$ cat src/verilog/issue_control_macros.svh
`ifndef ISSUE_CONTROL_MACROS_SVH
`define ISSUE_CONTROL_MACROS_SVH

// Datapath widths fixed by the LC-3b ISA
`define WORD_W 16
`define REG_W 3
`define TAG_W 3  // ROB has 8 entries
`define OPC_W 4

`define NUM_ALU_RS 3

// Opcodes on the issue path
`define OP_ADD 4'd1
`define OP_AND 4'd5
`define OP_NOT 4'd9
`define OP_LDR 4'd6
`define OP_STR 4'd7
`define OP_LEA 4'd14

// Low bit of each instruction field
`define OPC_LSB 12
`define DR_LSB 9   // Also the store source
`define SR1_LSB 6  // Also the load/store base
`define SR2_LSB 0
`define IMM_FLAG 5 // Register or immediate form

`endif

$ cat src/verilog/issue_pkg.sv
`default_nettype none

`include "issue_control_macros.svh"

package issue_pkg;

	typedef logic [`WORD_W-1:0] lc3b_word;
	typedef logic [`REG_W-1:0] lc3b_reg;  // Architectural register
	typedef logic [`TAG_W-1:0] rob_tag;   // ROB entry, doubles as wait tag
	typedef logic [`OPC_W-1:0] lc3b_opcode;

	// Enough bits to number every ALU station
	typedef logic [$clog2(`NUM_ALU_RS)-1:0] rs_id;

	// Where an instruction goes at issue
	typedef enum logic [2:0]
	{
		cls_none,  // Not handled here
		cls_alu,
		cls_load,
		cls_store,
		cls_lea    // ROB only
	} op_class_t;

endpackage

`default_nettype wire

$ cat src/verilog/issue_decode.sv
`timescale 1ns/1ns
`default_nettype none

`include "issue_control_macros.svh"

module issue_decode
(
	input issue_pkg::lc3b_word instr,
	output issue_pkg::lc3b_opcode opcode,
	output issue_pkg::op_class_t op_class,
	output issue_pkg::lc3b_reg dest_reg,
	output issue_pkg::lc3b_reg src_a_reg,
	output issue_pkg::lc3b_reg src_b_reg,
	output logic use_imm,
	output issue_pkg::lc3b_word imm5,
	output issue_pkg::lc3b_word mem_offset,
	output issue_pkg::lc3b_word pc_offset
);

	import issue_pkg::*;

	assign opcode = instr[`OPC_LSB +: `OPC_W];

	always_comb
	begin
		case (opcode)
			`OP_ADD, `OP_AND, `OP_NOT: op_class = cls_alu;
			`OP_LDR: op_class = cls_load;
			`OP_STR: op_class = cls_store;
			`OP_LEA: op_class = cls_lea;
			default: op_class = cls_none; // Issues nothing
		endcase
	end

	assign dest_reg = instr[`DR_LSB +: `REG_W];
	assign src_a_reg = instr[`SR1_LSB +: `REG_W];

	// Store data register sits in the DR field
	assign src_b_reg = (op_class == cls_store) ? instr[`DR_LSB +: `REG_W]
		: instr[`SR2_LSB +: `REG_W];

	// NOT has no register form
	assign use_imm = (op_class == cls_alu) && (instr[`IMM_FLAG] || (opcode == `OP_NOT));

	assign imm5 = {{(`WORD_W-5){instr[4]}}, instr[4:0]};

	// Word-scaled offsets
	assign mem_offset = {{(`WORD_W-7){instr[5]}}, instr[5:0], 1'b0};
	assign pc_offset = {{(`WORD_W-10){instr[8]}}, instr[8:0], 1'b0};

endmodule

`default_nettype wire

$ cat src/verilog/operand_forward.sv
`timescale 1ns/1ns
`default_nettype none

module operand_forward
(
	input logic reg_busy,
	input issue_pkg::lc3b_word reg_data,
	input issue_pkg::rob_tag reg_entry,
	input logic cdb_valid,
	input issue_pkg::rob_tag cdb_tag,
	input issue_pkg::lc3b_word cdb_data,
	input logic rob_valid,
	input issue_pkg::lc3b_word rob_value,
	output issue_pkg::lc3b_word value,
	output logic value_valid,
	output issue_pkg::rob_tag wait_tag
);

	import issue_pkg::*;

	logic cdb_hit;

	assign cdb_hit = cdb_valid && (cdb_tag == reg_entry); // Producer broadcasting now

	always_comb
	begin
		value = reg_data;
		value_valid = 1'b1;
		wait_tag = '0;
		if (reg_busy)
		begin
			if (cdb_hit)
				value = cdb_data;
			else if (rob_valid)
				value = rob_value; // Done but not yet committed
			else
			begin
				value = '0;
				value_valid = 1'b0;
				wait_tag = reg_entry; // Station snoops the CDB for this
			end
		end
	end

endmodule

`default_nettype wire

$ cat src/verilog/issue_dispatch.sv
`timescale 1ns/1ns
`default_nettype none

`include "issue_control_macros.svh"

module issue_dispatch
(
	input logic clk,
	input logic rst_n,
	input logic instr_is_new,
	input issue_pkg::lc3b_opcode opcode,
	input issue_pkg::op_class_t op_class,
	input issue_pkg::lc3b_reg dest_reg,
	input logic use_imm,
	input issue_pkg::lc3b_word imm5,
	input issue_pkg::lc3b_word mem_offset,
	input issue_pkg::lc3b_word pc_offset,
	input issue_pkg::lc3b_word curr_pc,
	input issue_pkg::lc3b_word a_value,
	input logic a_valid,
	input issue_pkg::rob_tag a_tag,
	input issue_pkg::lc3b_word b_value,
	input logic b_valid,
	input issue_pkg::rob_tag b_tag,
	input logic [`NUM_ALU_RS-1:0] alu_rs_busy,
	input logic ldstr_full,
	input logic rob_full,
	input issue_pkg::rob_tag rob_addr,
	output logic stall,
	output logic res_write,
	output issue_pkg::rs_id res_station_id,
	output issue_pkg::lc3b_opcode res_op,
	output issue_pkg::lc3b_word res_vj,
	output logic res_vj_valid,
	output issue_pkg::rob_tag res_qj,
	output issue_pkg::lc3b_word res_vk,
	output logic res_vk_valid,
	output issue_pkg::rob_tag res_qk,
	output issue_pkg::rob_tag res_dest,
	output logic ldstr_write,
	output issue_pkg::lc3b_opcode ldstr_op,
	output issue_pkg::lc3b_word ldstr_offset,
	output issue_pkg::lc3b_word ldstr_vbase,
	output logic ldstr_vbase_valid,
	output issue_pkg::rob_tag ldstr_qbase,
	output issue_pkg::lc3b_word ldstr_vsrc,
	output logic ldstr_vsrc_valid,
	output issue_pkg::rob_tag ldstr_qsrc,
	output issue_pkg::rob_tag ldstr_dest,
	output logic rob_write,
	output issue_pkg::lc3b_opcode rob_op,
	output issue_pkg::lc3b_reg rob_dest,
	output issue_pkg::lc3b_word rob_value,
	output logic reg_busy_write,
	output issue_pkg::lc3b_reg reg_dest,
	output issue_pkg::rob_tag reg_rob_entry
);

	import issue_pkg::*;

	logic is_alu;
	logic is_ldst;
	logic is_store;
	logic writes_reg;
	logic issue;
	rs_id free_id;

	assign is_alu = (op_class == cls_alu);
	assign is_store = (op_class == cls_store);
	assign is_ldst = (op_class == cls_load) || is_store;
	assign writes_reg = is_alu || (op_class == cls_load) || (op_class == cls_lea);

	// Unhandled opcodes never hold up fetch
	assign stall = instr_is_new && (op_class != cls_none) && (rob_full
		|| (is_alu && (&alu_rs_busy))
		|| (is_ldst && ldstr_full));

	assign issue = instr_is_new && !stall;

	// Lowest numbered free station wins
	always_comb
	begin
		free_id = '0;
		for (int i = `NUM_ALU_RS-1; i >= 0; i--)
		begin
			if (!alu_rs_busy[i])
				free_id = rs_id'(i);
		end
	end

	always_ff @(posedge clk or negedge rst_n)
	begin
		if (!rst_n)
		begin
			res_write <= 1'b0;
			ldstr_write <= 1'b0;
			rob_write <= 1'b0;
			reg_busy_write <= 1'b0;
			res_station_id <= '0;
			res_op <= '0;
			res_vj <= '0;
			res_vj_valid <= 1'b0;
			res_qj <= '0;
			res_vk <= '0;
			res_vk_valid <= 1'b0;
			res_qk <= '0;
			res_dest <= '0;
			ldstr_op <= '0;
			ldstr_offset <= '0;
			ldstr_vbase <= '0;
			ldstr_vbase_valid <= 1'b0;
			ldstr_qbase <= '0;
			ldstr_vsrc <= '0;
			ldstr_vsrc_valid <= 1'b0;
			ldstr_qsrc <= '0;
			ldstr_dest <= '0;
			rob_op <= '0;
			rob_dest <= '0;
			rob_value <= '0;
			reg_dest <= '0;
			reg_rob_entry <= '0;
		end
		else
		begin
			// One-cycle write pulses
			res_write <= issue && is_alu;
			ldstr_write <= issue && is_ldst;
			rob_write <= issue && (op_class != cls_none);
			reg_busy_write <= issue && writes_reg;
			if (issue)
			begin
				res_station_id <= free_id;
				res_op <= opcode;
				res_vj <= a_value;
				res_vj_valid <= a_valid;
				res_qj <= a_tag;
				res_vk <= use_imm ? imm5 : b_value;
				res_vk_valid <= use_imm || b_valid;
				res_qk <= use_imm ? '0 : b_tag;
				res_dest <= rob_addr;
				ldstr_op <= opcode;
				ldstr_offset <= mem_offset;
				ldstr_vbase <= a_value; // Base always from SR1 field
				ldstr_vbase_valid <= a_valid;
				ldstr_qbase <= a_tag;
				ldstr_vsrc <= is_store ? b_value : '0;
				ldstr_vsrc_valid <= is_store ? b_valid : 1'b1; // Loads have no data
				ldstr_qsrc <= is_store ? b_tag : '0;
				ldstr_dest <= is_store ? '0 : rob_addr;
				rob_op <= opcode;
				rob_dest <= is_store ? '0 : dest_reg;
				rob_value <= (op_class == cls_lea) ? (curr_pc + pc_offset) : '0;
				reg_dest <= dest_reg;
				reg_rob_entry <= rob_addr;
			end
		end
	end

	// Picked station has to be one the status reports free
	assert property (@(posedge clk) disable iff (!rst_n)
		(issue && is_alu) |-> !alu_rs_busy[free_id])
		else $error("issue_dispatch: ALU op sent to a busy station");

	// Fetch holds the instruction while stalled
	assert property (@(posedge clk) disable iff (!rst_n)
		stall |=> instr_is_new && $stable({opcode, dest_reg, pc_offset}))
		else $error("issue_dispatch: instruction changed during a stall");

endmodule

`default_nettype wire

$ cat src/verilog/issue_control.sv
`timescale 1ns/1ns
`default_nettype none

`include "issue_control_macros.svh"

module issue_control
(
	input logic clk,
	input logic rst_n,
	input issue_pkg::lc3b_word instr,
	input logic instr_is_new,
	input issue_pkg::lc3b_word curr_pc,
	output logic stall,
	input logic cdb_valid,
	input issue_pkg::rob_tag cdb_tag,
	input issue_pkg::lc3b_word cdb_data,
	input logic [`NUM_ALU_RS-1:0] alu_rs_busy,
	input logic ldstr_full,
	input logic rob_full,
	input issue_pkg::rob_tag rob_addr,
	input logic rob_a_valid,
	input issue_pkg::lc3b_word rob_a_value,
	input logic rob_b_valid,
	input issue_pkg::lc3b_word rob_b_value,
	output issue_pkg::rob_tag rob_a_addr,
	output issue_pkg::rob_tag rob_b_addr,
	output issue_pkg::lc3b_reg src_a_reg,
	output issue_pkg::lc3b_reg src_b_reg,
	input logic reg_a_busy,
	input issue_pkg::lc3b_word reg_a_data,
	input issue_pkg::rob_tag reg_a_entry,
	input logic reg_b_busy,
	input issue_pkg::lc3b_word reg_b_data,
	input issue_pkg::rob_tag reg_b_entry,
	output logic res_write,
	output issue_pkg::rs_id res_station_id,
	output issue_pkg::lc3b_opcode res_op,
	output issue_pkg::lc3b_word res_vj,
	output logic res_vj_valid,
	output issue_pkg::rob_tag res_qj,
	output issue_pkg::lc3b_word res_vk,
	output logic res_vk_valid,
	output issue_pkg::rob_tag res_qk,
	output issue_pkg::rob_tag res_dest,
	output logic ldstr_write,
	output issue_pkg::lc3b_opcode ldstr_op,
	output issue_pkg::lc3b_word ldstr_offset,
	output issue_pkg::lc3b_word ldstr_vbase,
	output logic ldstr_vbase_valid,
	output issue_pkg::rob_tag ldstr_qbase,
	output issue_pkg::lc3b_word ldstr_vsrc,
	output logic ldstr_vsrc_valid,
	output issue_pkg::rob_tag ldstr_qsrc,
	output issue_pkg::rob_tag ldstr_dest,
	output logic rob_write,
	output issue_pkg::lc3b_opcode rob_op,
	output issue_pkg::lc3b_reg rob_dest,
	output issue_pkg::lc3b_word rob_value,
	output logic reg_busy_write,
	output issue_pkg::lc3b_reg reg_dest,
	output issue_pkg::rob_tag reg_rob_entry
);

	import issue_pkg::*;

	lc3b_opcode opcode;
	op_class_t op_class;
	lc3b_reg dest_reg;
	logic use_imm;
	lc3b_word imm5;
	lc3b_word mem_offset;
	lc3b_word pc_offset;
	lc3b_word a_value;
	logic a_valid;
	rob_tag a_tag;
	lc3b_word b_value;
	logic b_valid;
	rob_tag b_tag;

	// ROB is read at the producer entry the register file reports
	assign rob_a_addr = reg_a_entry;
	assign rob_b_addr = reg_b_entry;

	issue_decode u_decode
	(
		.instr(instr),
		.opcode(opcode),
		.op_class(op_class),
		.dest_reg(dest_reg),
		.src_a_reg(src_a_reg),
		.src_b_reg(src_b_reg),
		.use_imm(use_imm),
		.imm5(imm5),
		.mem_offset(mem_offset),
		.pc_offset(pc_offset)
	);

	operand_forward u_fwd_a // j operand or base
	(
		.reg_busy(reg_a_busy),
		.reg_data(reg_a_data),
		.reg_entry(reg_a_entry),
		.cdb_valid(cdb_valid),
		.cdb_tag(cdb_tag),
		.cdb_data(cdb_data),
		.rob_valid(rob_a_valid),
		.rob_value(rob_a_value),
		.value(a_value),
		.value_valid(a_valid),
		.wait_tag(a_tag)
	);

	operand_forward u_fwd_b // k operand or store data
	(
		.reg_busy(reg_b_busy),
		.reg_data(reg_b_data),
		.reg_entry(reg_b_entry),
		.cdb_valid(cdb_valid),
		.cdb_tag(cdb_tag),
		.cdb_data(cdb_data),
		.rob_valid(rob_b_valid),
		.rob_value(rob_b_value),
		.value(b_value),
		.value_valid(b_valid),
		.wait_tag(b_tag)
	);

	issue_dispatch u_dispatch
	(
		.clk(clk),
		.rst_n(rst_n),
		.instr_is_new(instr_is_new),
		.opcode(opcode),
		.op_class(op_class),
		.dest_reg(dest_reg),
		.use_imm(use_imm),
		.imm5(imm5),
		.mem_offset(mem_offset),
		.pc_offset(pc_offset),
		.curr_pc(curr_pc),
		.a_value(a_value),
		.a_valid(a_valid),
		.a_tag(a_tag),
		.b_value(b_value),
		.b_valid(b_valid),
		.b_tag(b_tag),
		.alu_rs_busy(alu_rs_busy),
		.ldstr_full(ldstr_full),
		.rob_full(rob_full),
		.rob_addr(rob_addr),
		.stall(stall),
		.res_write(res_write),
		.res_station_id(res_station_id),
		.res_op(res_op),
		.res_vj(res_vj),
		.res_vj_valid(res_vj_valid),
		.res_qj(res_qj),
		.res_vk(res_vk),
		.res_vk_valid(res_vk_valid),
		.res_qk(res_qk),
		.res_dest(res_dest),
		.ldstr_write(ldstr_write),
		.ldstr_op(ldstr_op),
		.ldstr_offset(ldstr_offset),
		.ldstr_vbase(ldstr_vbase),
		.ldstr_vbase_valid(ldstr_vbase_valid),
		.ldstr_qbase(ldstr_qbase),
		.ldstr_vsrc(ldstr_vsrc),
		.ldstr_vsrc_valid(ldstr_vsrc_valid),
		.ldstr_qsrc(ldstr_qsrc),
		.ldstr_dest(ldstr_dest),
		.rob_write(rob_write),
		.rob_op(rob_op),
		.rob_dest(rob_dest),
		.rob_value(rob_value),
		.reg_busy_write(reg_busy_write),
		.reg_dest(reg_dest),
		.reg_rob_entry(reg_rob_entry)
	);

endmodule

`default_nettype wire

$ cat config.mk
export PLATFORM = sky130hd
export DESIGN_NAME = issue_control
export DESIGN_NICKNAME = d
export VERILOG_FILES = /design/src/verilog/issue_pkg.sv /design/src/verilog/issue_decode.sv /design/src/verilog/operand_forward.sv /design/src/verilog/issue_dispatch.sv /design/src/verilog/issue_control.sv
export VERILOG_INCLUDE_DIRS = /design/src /design/src/verilog
export SDC_FILE = /design/constraint.sdc
export NUM_CORES = 1
export LEC_CHECK = 0
export BUFFER_PORTS_ARGS = -buffer_cell sky130_fd_sc_hd__buf_2
export CORE_MARGIN = 4
export CORE_UTILIZATION = 43
export CTS_BUF_LIST = sky130_fd_sc_hd__clkbuf_8
export CTS_CLUSTER_DIAMETER = 150
export DETAILED_ROUTE_END_ITERATION = 10
export PLACE_DENSITY = 0.79
export SYNTH_ARGS = -nofsm -noshare
export SYNTH_HDL_FRONTEND = slang
export SYNTH_SLANG_ARGS = --single-unit
$ cat constraint.sdc
create_clock -name clk -period 1 [get_ports clk]
set_input_delay 0.05 -clock clk [delete_from_list [all_inputs] [get_ports clk]]
set_output_delay 0.05 -clock clk [all_outputs]
set_load 0.05 [all_outputs]
==> results by group <==
Yosys
  – Area share of the largest cell type after synthesis: 0.4392
  – Compound-gate portion of the synthesized area: 0.1978
  – Synth Register Bits: 104
  – Main combinational cell family by area after synthesis: compound AO/OA/AOI/OAI gates
  – Syn Inst Count: 600
  – Sequential share of the synthesized area: 0.4392
  – Synth async-reset ratio: 1.000
  – Post-synth top area cell: dfrtp_1
  – Ys flop type: dfrtp_1
  – Synthesized cell area: 5926 sq um
  – Synth Area in Adders: 0.03294
  – Number of flops mapped to enable cells by yosys: 0
  – Yosys cell types: 57
  – Syn Nets: 752
  – Synth Area in XOR/XNOR: 0.02513
  – Mean Syn Cell Area: 9.876 sq um
  – Post-synthesis simple-gate area fraction: 0.1328
  – Synth top area cells: dfrtp_1, buf_4, nand2_1, a22o_1, mux2i_1
  – Ys Warns: 0
  – Multiplexer area fraction after synthesis: 0.07158

Power
  – Clock power share: 0.191
  – Net Sw Frac: 0.4218
  – Worst IR Drop VDD: around 0.00082 V
  – Sw Pwr: 6.989 mW
  – Flop pwr share: 0.305
  – Pwr dens: 1389 nW/um^2
  – Lkg Pwr: about 5.9 nW
  – Final Power: 16.57 mW
  – Internal: ~9.6 mW
  – Comb power frac: 0.504

Placement
  – GPL Wtd Cong: 0.9800
  – Buffers on Ports: between 200 and 300
  – Placed cells: 1085
  – Post-DP HPWL: roughly 17000 um

Global route
  – Overflow after GRT: 0
  – Number of global-route vias before repair: 7713
  – Initial antenna violation count: 8
  – Largest net degree at the start of global routing: 37
  – First-pass GRT wire length: 45890 um
  – GRT Util Overall: 0.3748

Worst setup path
  – Worst reg2reg path startpoint: u_dispatch.res_vk[11]$_DFFE_PN0P_
  – Max stage delay on crit path: 0.42 ns
  – Worst Setup Path Type: in2reg
  – Crit path DAT: 2.08 ns
  – FF-to-FF path depth: 2
  – Reg2reg end: u_dispatch.res_vk[11]$_DFFE_PN0P_
  – Worst Setup Start Kind: input pin
  – Worst path slowest cell: a311o_2
  – CP required: 1.31 ns
  – R2r setup slk: -0.05 ns
  – CP Max Fanout: 6
  – Cell Chain, Critical Path: buf_8 -> ha_4 -> fa_2 -> a21oi_2 -> nor2b_2 -> a311o_2 -> a2111oi_4 -> nor2_1 -> o41ai_2
  – Element type at the critical path end: flop

Clock network
  – Clock Latency Late Sink: 0.39 ns
  – Root Driver: clkbuf_8
  – TritonCTS clock tree: done
  – CTS Buffer Depth: 2
  – Clock tree sinks: 104
  – Number of buffers created by CTS: 9
  – Clock slew at reported path FFs: 0.12 ns
  – H-tree Lvls: 3

Die
  – Die X: 125.4 um
  – Initial Utilization: 0.4439
  – I/O pins: 295
  – Site row count: 42
  – Die Ht: roughly 130 um
  – Die area: 15720 sq um
  – Core Box Area: 13350 sq um

Layout
  – Layout cell share with drive strength beyond 1: 0.6440
  – Fillers: 551
  – NumNets Final: 1237
  – Layout Cells excl Fill: 1274
  – Area grow syn2layout: 101.2%

Drt
  – Final antenna-violating net count: 0
  – DR iter-0 viols: 983
  – Routed via count: 8071
  – Initial DRT Pass Iterations: 7
  – DR WL/cell: approximately 28 um
  – Met2 WL: 17310 um
  – Drt via density: ~6.3
  – Met3 routed WL: 3663 um
  – Routed WL: roughly 36000 um
  – Drc violations: 0
  – Top layer reached by signal wires: met4
  – Routed met1 length: approximately 11000 um

Flow run
  – Max-capacitance violation count: 0

STA
  – Clock skew: 0 ns
  – Tmin final: 1.777 ns
  – Fin. max-slew vios: 0
  – Hold Vio Cnt, Final: 0
  – Unrepaired setup endpoints after global routing: true
  – Worst slew pin tran: 0.6049 ns
  – Fin worst setup slack: -0.7774 ns
  – Fin crit share: 1.777
  – Relative slew margins: 0.5948
  – Setup TNS: -58.43 ns
  – Fmax: 562.6 MHz
  – Count of final setup violators: 251
  – Hold WS: 0.002888 ns

Min path
  – Worst Hold Launch: reg_a_entry[0]
  – Hold Path Stages: 3
  – HP Class: in2reg
  – Hold endpoint: u_dispatch.ldstr_qbase[0]$_DFFE_PN0P_

Outcome
  – Outcome: complete, but fails checks
  – Failing checks: negative setup slack
-- layout by cell type (no fill, tap or decap), types with 7 or more instances in the layout --
cell type      instances
a22o_1                28
buf_6                164
buf_16                 7
buf_2                138
buf_8                 25
nand2_2               13
nand3_1               16
nor2_1                45
mux2_4                19
a21o_1                 7
ha_4                   9
o21ai_2               26
xnor2_1                9
clkbuf_8              10
nor2_4                 7
a31oi_1               30
a21oi_1               11
dfrtp_1               97
mux2i_1               17
diode_2                8
nand2_1               34
buf_12                22
dfrtp_2                7
a221o_1               12
dlygate4sd3_1         31
nand2_4               22
o21ai_1                7
buf_4                169
-- critical path: cells and delay by family --
kind	cells	cell delay, ns
adder cells (fa/ha/maj)	2	0.55
AO/OA/AOI/OAI	4	1.18
AND/OR/NAND/NOR	2	0.20
buffers and inverters	1	0.10
-- power groups by stage --
stage | Combinational, mW | Sequential [mW] | Clock [mW]
2_1_floorplan | 2.59 | 6.21 | 0
3_3_place_gp | 5.35 | 4.89 | 0
3_5_place_dp | 5.40 | 4.91 | 0
4_1_cts | 7.26 | 4.94 | 3.06
5_1_grt | 8.51 | 5.08 | 3.32
6_report | 8.35 | 5.05 | 3.17
-- per-stage QoR --
step                      area [sq um]  worst slack [ns]  utilization
after CTS                        11170           -0.5698       0.8365
after global routing             11920           -0.8028       0.8933
after floorplan                   6255           -0.7727            -
final                            11920           -0.7774       0.8933
after global placement            8213           -0.9898       0.6153
after detailed placement          8213            -1.035       0.6153
-- cell type report --
class / instances / area (sq um) / area share
repair buffers: 556 / 5125 / 0.4298
multi-input cells: 409 / 3696 / 0.3100
flip-flops and latches: 104 / 2611 / 0.2190
well taps: 176 / 220.2 / 0.01847
clock buffers: 10 / 137.6 / 0.01154
clock inverters: 6 / 91.34 / 0.007660
inverters: 5 / 22.52 / 0.001889
diodes: 8 / 20.02 / 0.001679
-- flip-flops by register name, indices dropped and copies added (netlist names) --
| signal | cells |
|---|---|
| u_dispatch.res_qk | 3 |
| u_dispatch.ldstr_op | 4 |
| u_dispatch.res_write | 1 |
| u_dispatch.ldstr_vsrc | 16 |
| u_dispatch.reg_dest | 3 |
| u_dispatch.ldstr_vbase | 16 |
| u_dispatch.rob_write | 1 |
| u_dispatch.ldstr_vbase_valid | 1 |
| u_dispatch.ldstr_offset | 6 |
| u_dispatch.res_station_id | 2 |
| u_dispatch.ldstr_dest | 3 |
| u_dispatch.rob_value | 16 |
| u_dispatch.res_dest | 3 |
| u_dispatch.rob_dest | 3 |
| u_dispatch.ldstr_write | 1 |
| u_dispatch.reg_busy_write | 1 |
| u_dispatch.res_vk_valid | 1 |
| u_dispatch.ldstr_vsrc_valid | 1 |
| u_dispatch.ldstr_qbase | 3 |
| u_dispatch.ldstr_qsrc | 3 |
| u_dispatch.res_vk | 16 |
-- cell usage after synthesis, types with 2 or more instances --
| master | instances |
|---|---|
| buf_2 | 11 |
| nor2_2 | 2 |
| mux2_1 | 16 |
| mux2_2 | 3 |
| a22o_1 | 28 |
| nand2_1 | 70 |
| buf_1 | 2 |
| a211oi_1 | 9 |
| nor4_4 | 2 |
| o31ai_1 | 4 |
| buf_6 | 4 |
| buf_4 | 54 |
| o21a_1 | 2 |
| clkbuf_1 | 16 |
| a31oi_1 | 30 |
| o21ai_0 | 6 |
| xnor2_1 | 12 |
| a21o_1 | 7 |
| nor3_1 | 2 |
| nor2_1 | 53 |
| nor3b_1 | 2 |
| a221o_1 | 12 |
| o21ai_1 | 31 |
| xor2_1 | 5 |
| a2111oi_0 | 5 |
| o41ai_2 | 2 |
| and2_1 | 5 |
| nor2b_1 | 2 |
| ha_1 | 14 |
| nand4_1 | 2 |
| nand3_1 | 17 |
| inv_1 | 5 |
| mux2i_1 | 21 |
| nand2b_1 | 3 |
| dfrtp_1 | 104 |
| a21oi_1 | 16 |
-- repair_timing --
action                                 CTS  global route
pin swaps                               64            35
setup buffers                           84            47
setup endpoints to repair              248           251
endpoints found under the hold margin  138             1
resized for setup                      436           112
gates cloned                            13             0
hold buffers                            30             1
-- worst max path at each step --
| stage | from | end | slack, ns |
|---|---|---|---|
| 3_5_place_dp | instr[0] | u_dispatch.rob_value[13]$_DFFE_PN0P_ | -1.04 |
| 4_1_cts | instr[0] | u_dispatch.rob_value[13]$_DFFE_PN0P_ | -0.57 |
| 3_3_place_gp | instr[0] | u_dispatch.rob_value[13]$_DFFE_PN0P_ | -0.99 |
| 2_1_floorplan | instr[0] | u_dispatch.rob_value[13]$_DFFE_PN0P_ | -0.77 |
| 5_1_grt | instr[0] | u_dispatch.rob_value[13]$_DFFE_PN0P_ | -0.80 |
| 6_report | instr[0] | u_dispatch.rob_value[13]$_DFFE_PN0P_ | -0.78 |
-- cells by family (layout without fill, tap and decap cells) --
kind of cell | Yosys count | count (layout)
other | 1 | 9
AND/OR/NAND/NOR | 168 | 173
flip-flops | 104 | 104
AO/OA/AOI/OAI | 163 | 163
adder cells (fa/ha/maj) | 15 | 15
multiplexers | 40 | 40
XOR/XNOR | 17 | 17
buffers and inverters | 92 | 577
-- layer usage --
layer / vias up / global-route usage
met5: - / 0
met4: 0 / 0.2264
met3: 330 / 0.08358
met2: 851 / 0.6495
met1: 3788 / 0.4207
li1: 3102 / -
(Power assumes the default switching activity.)
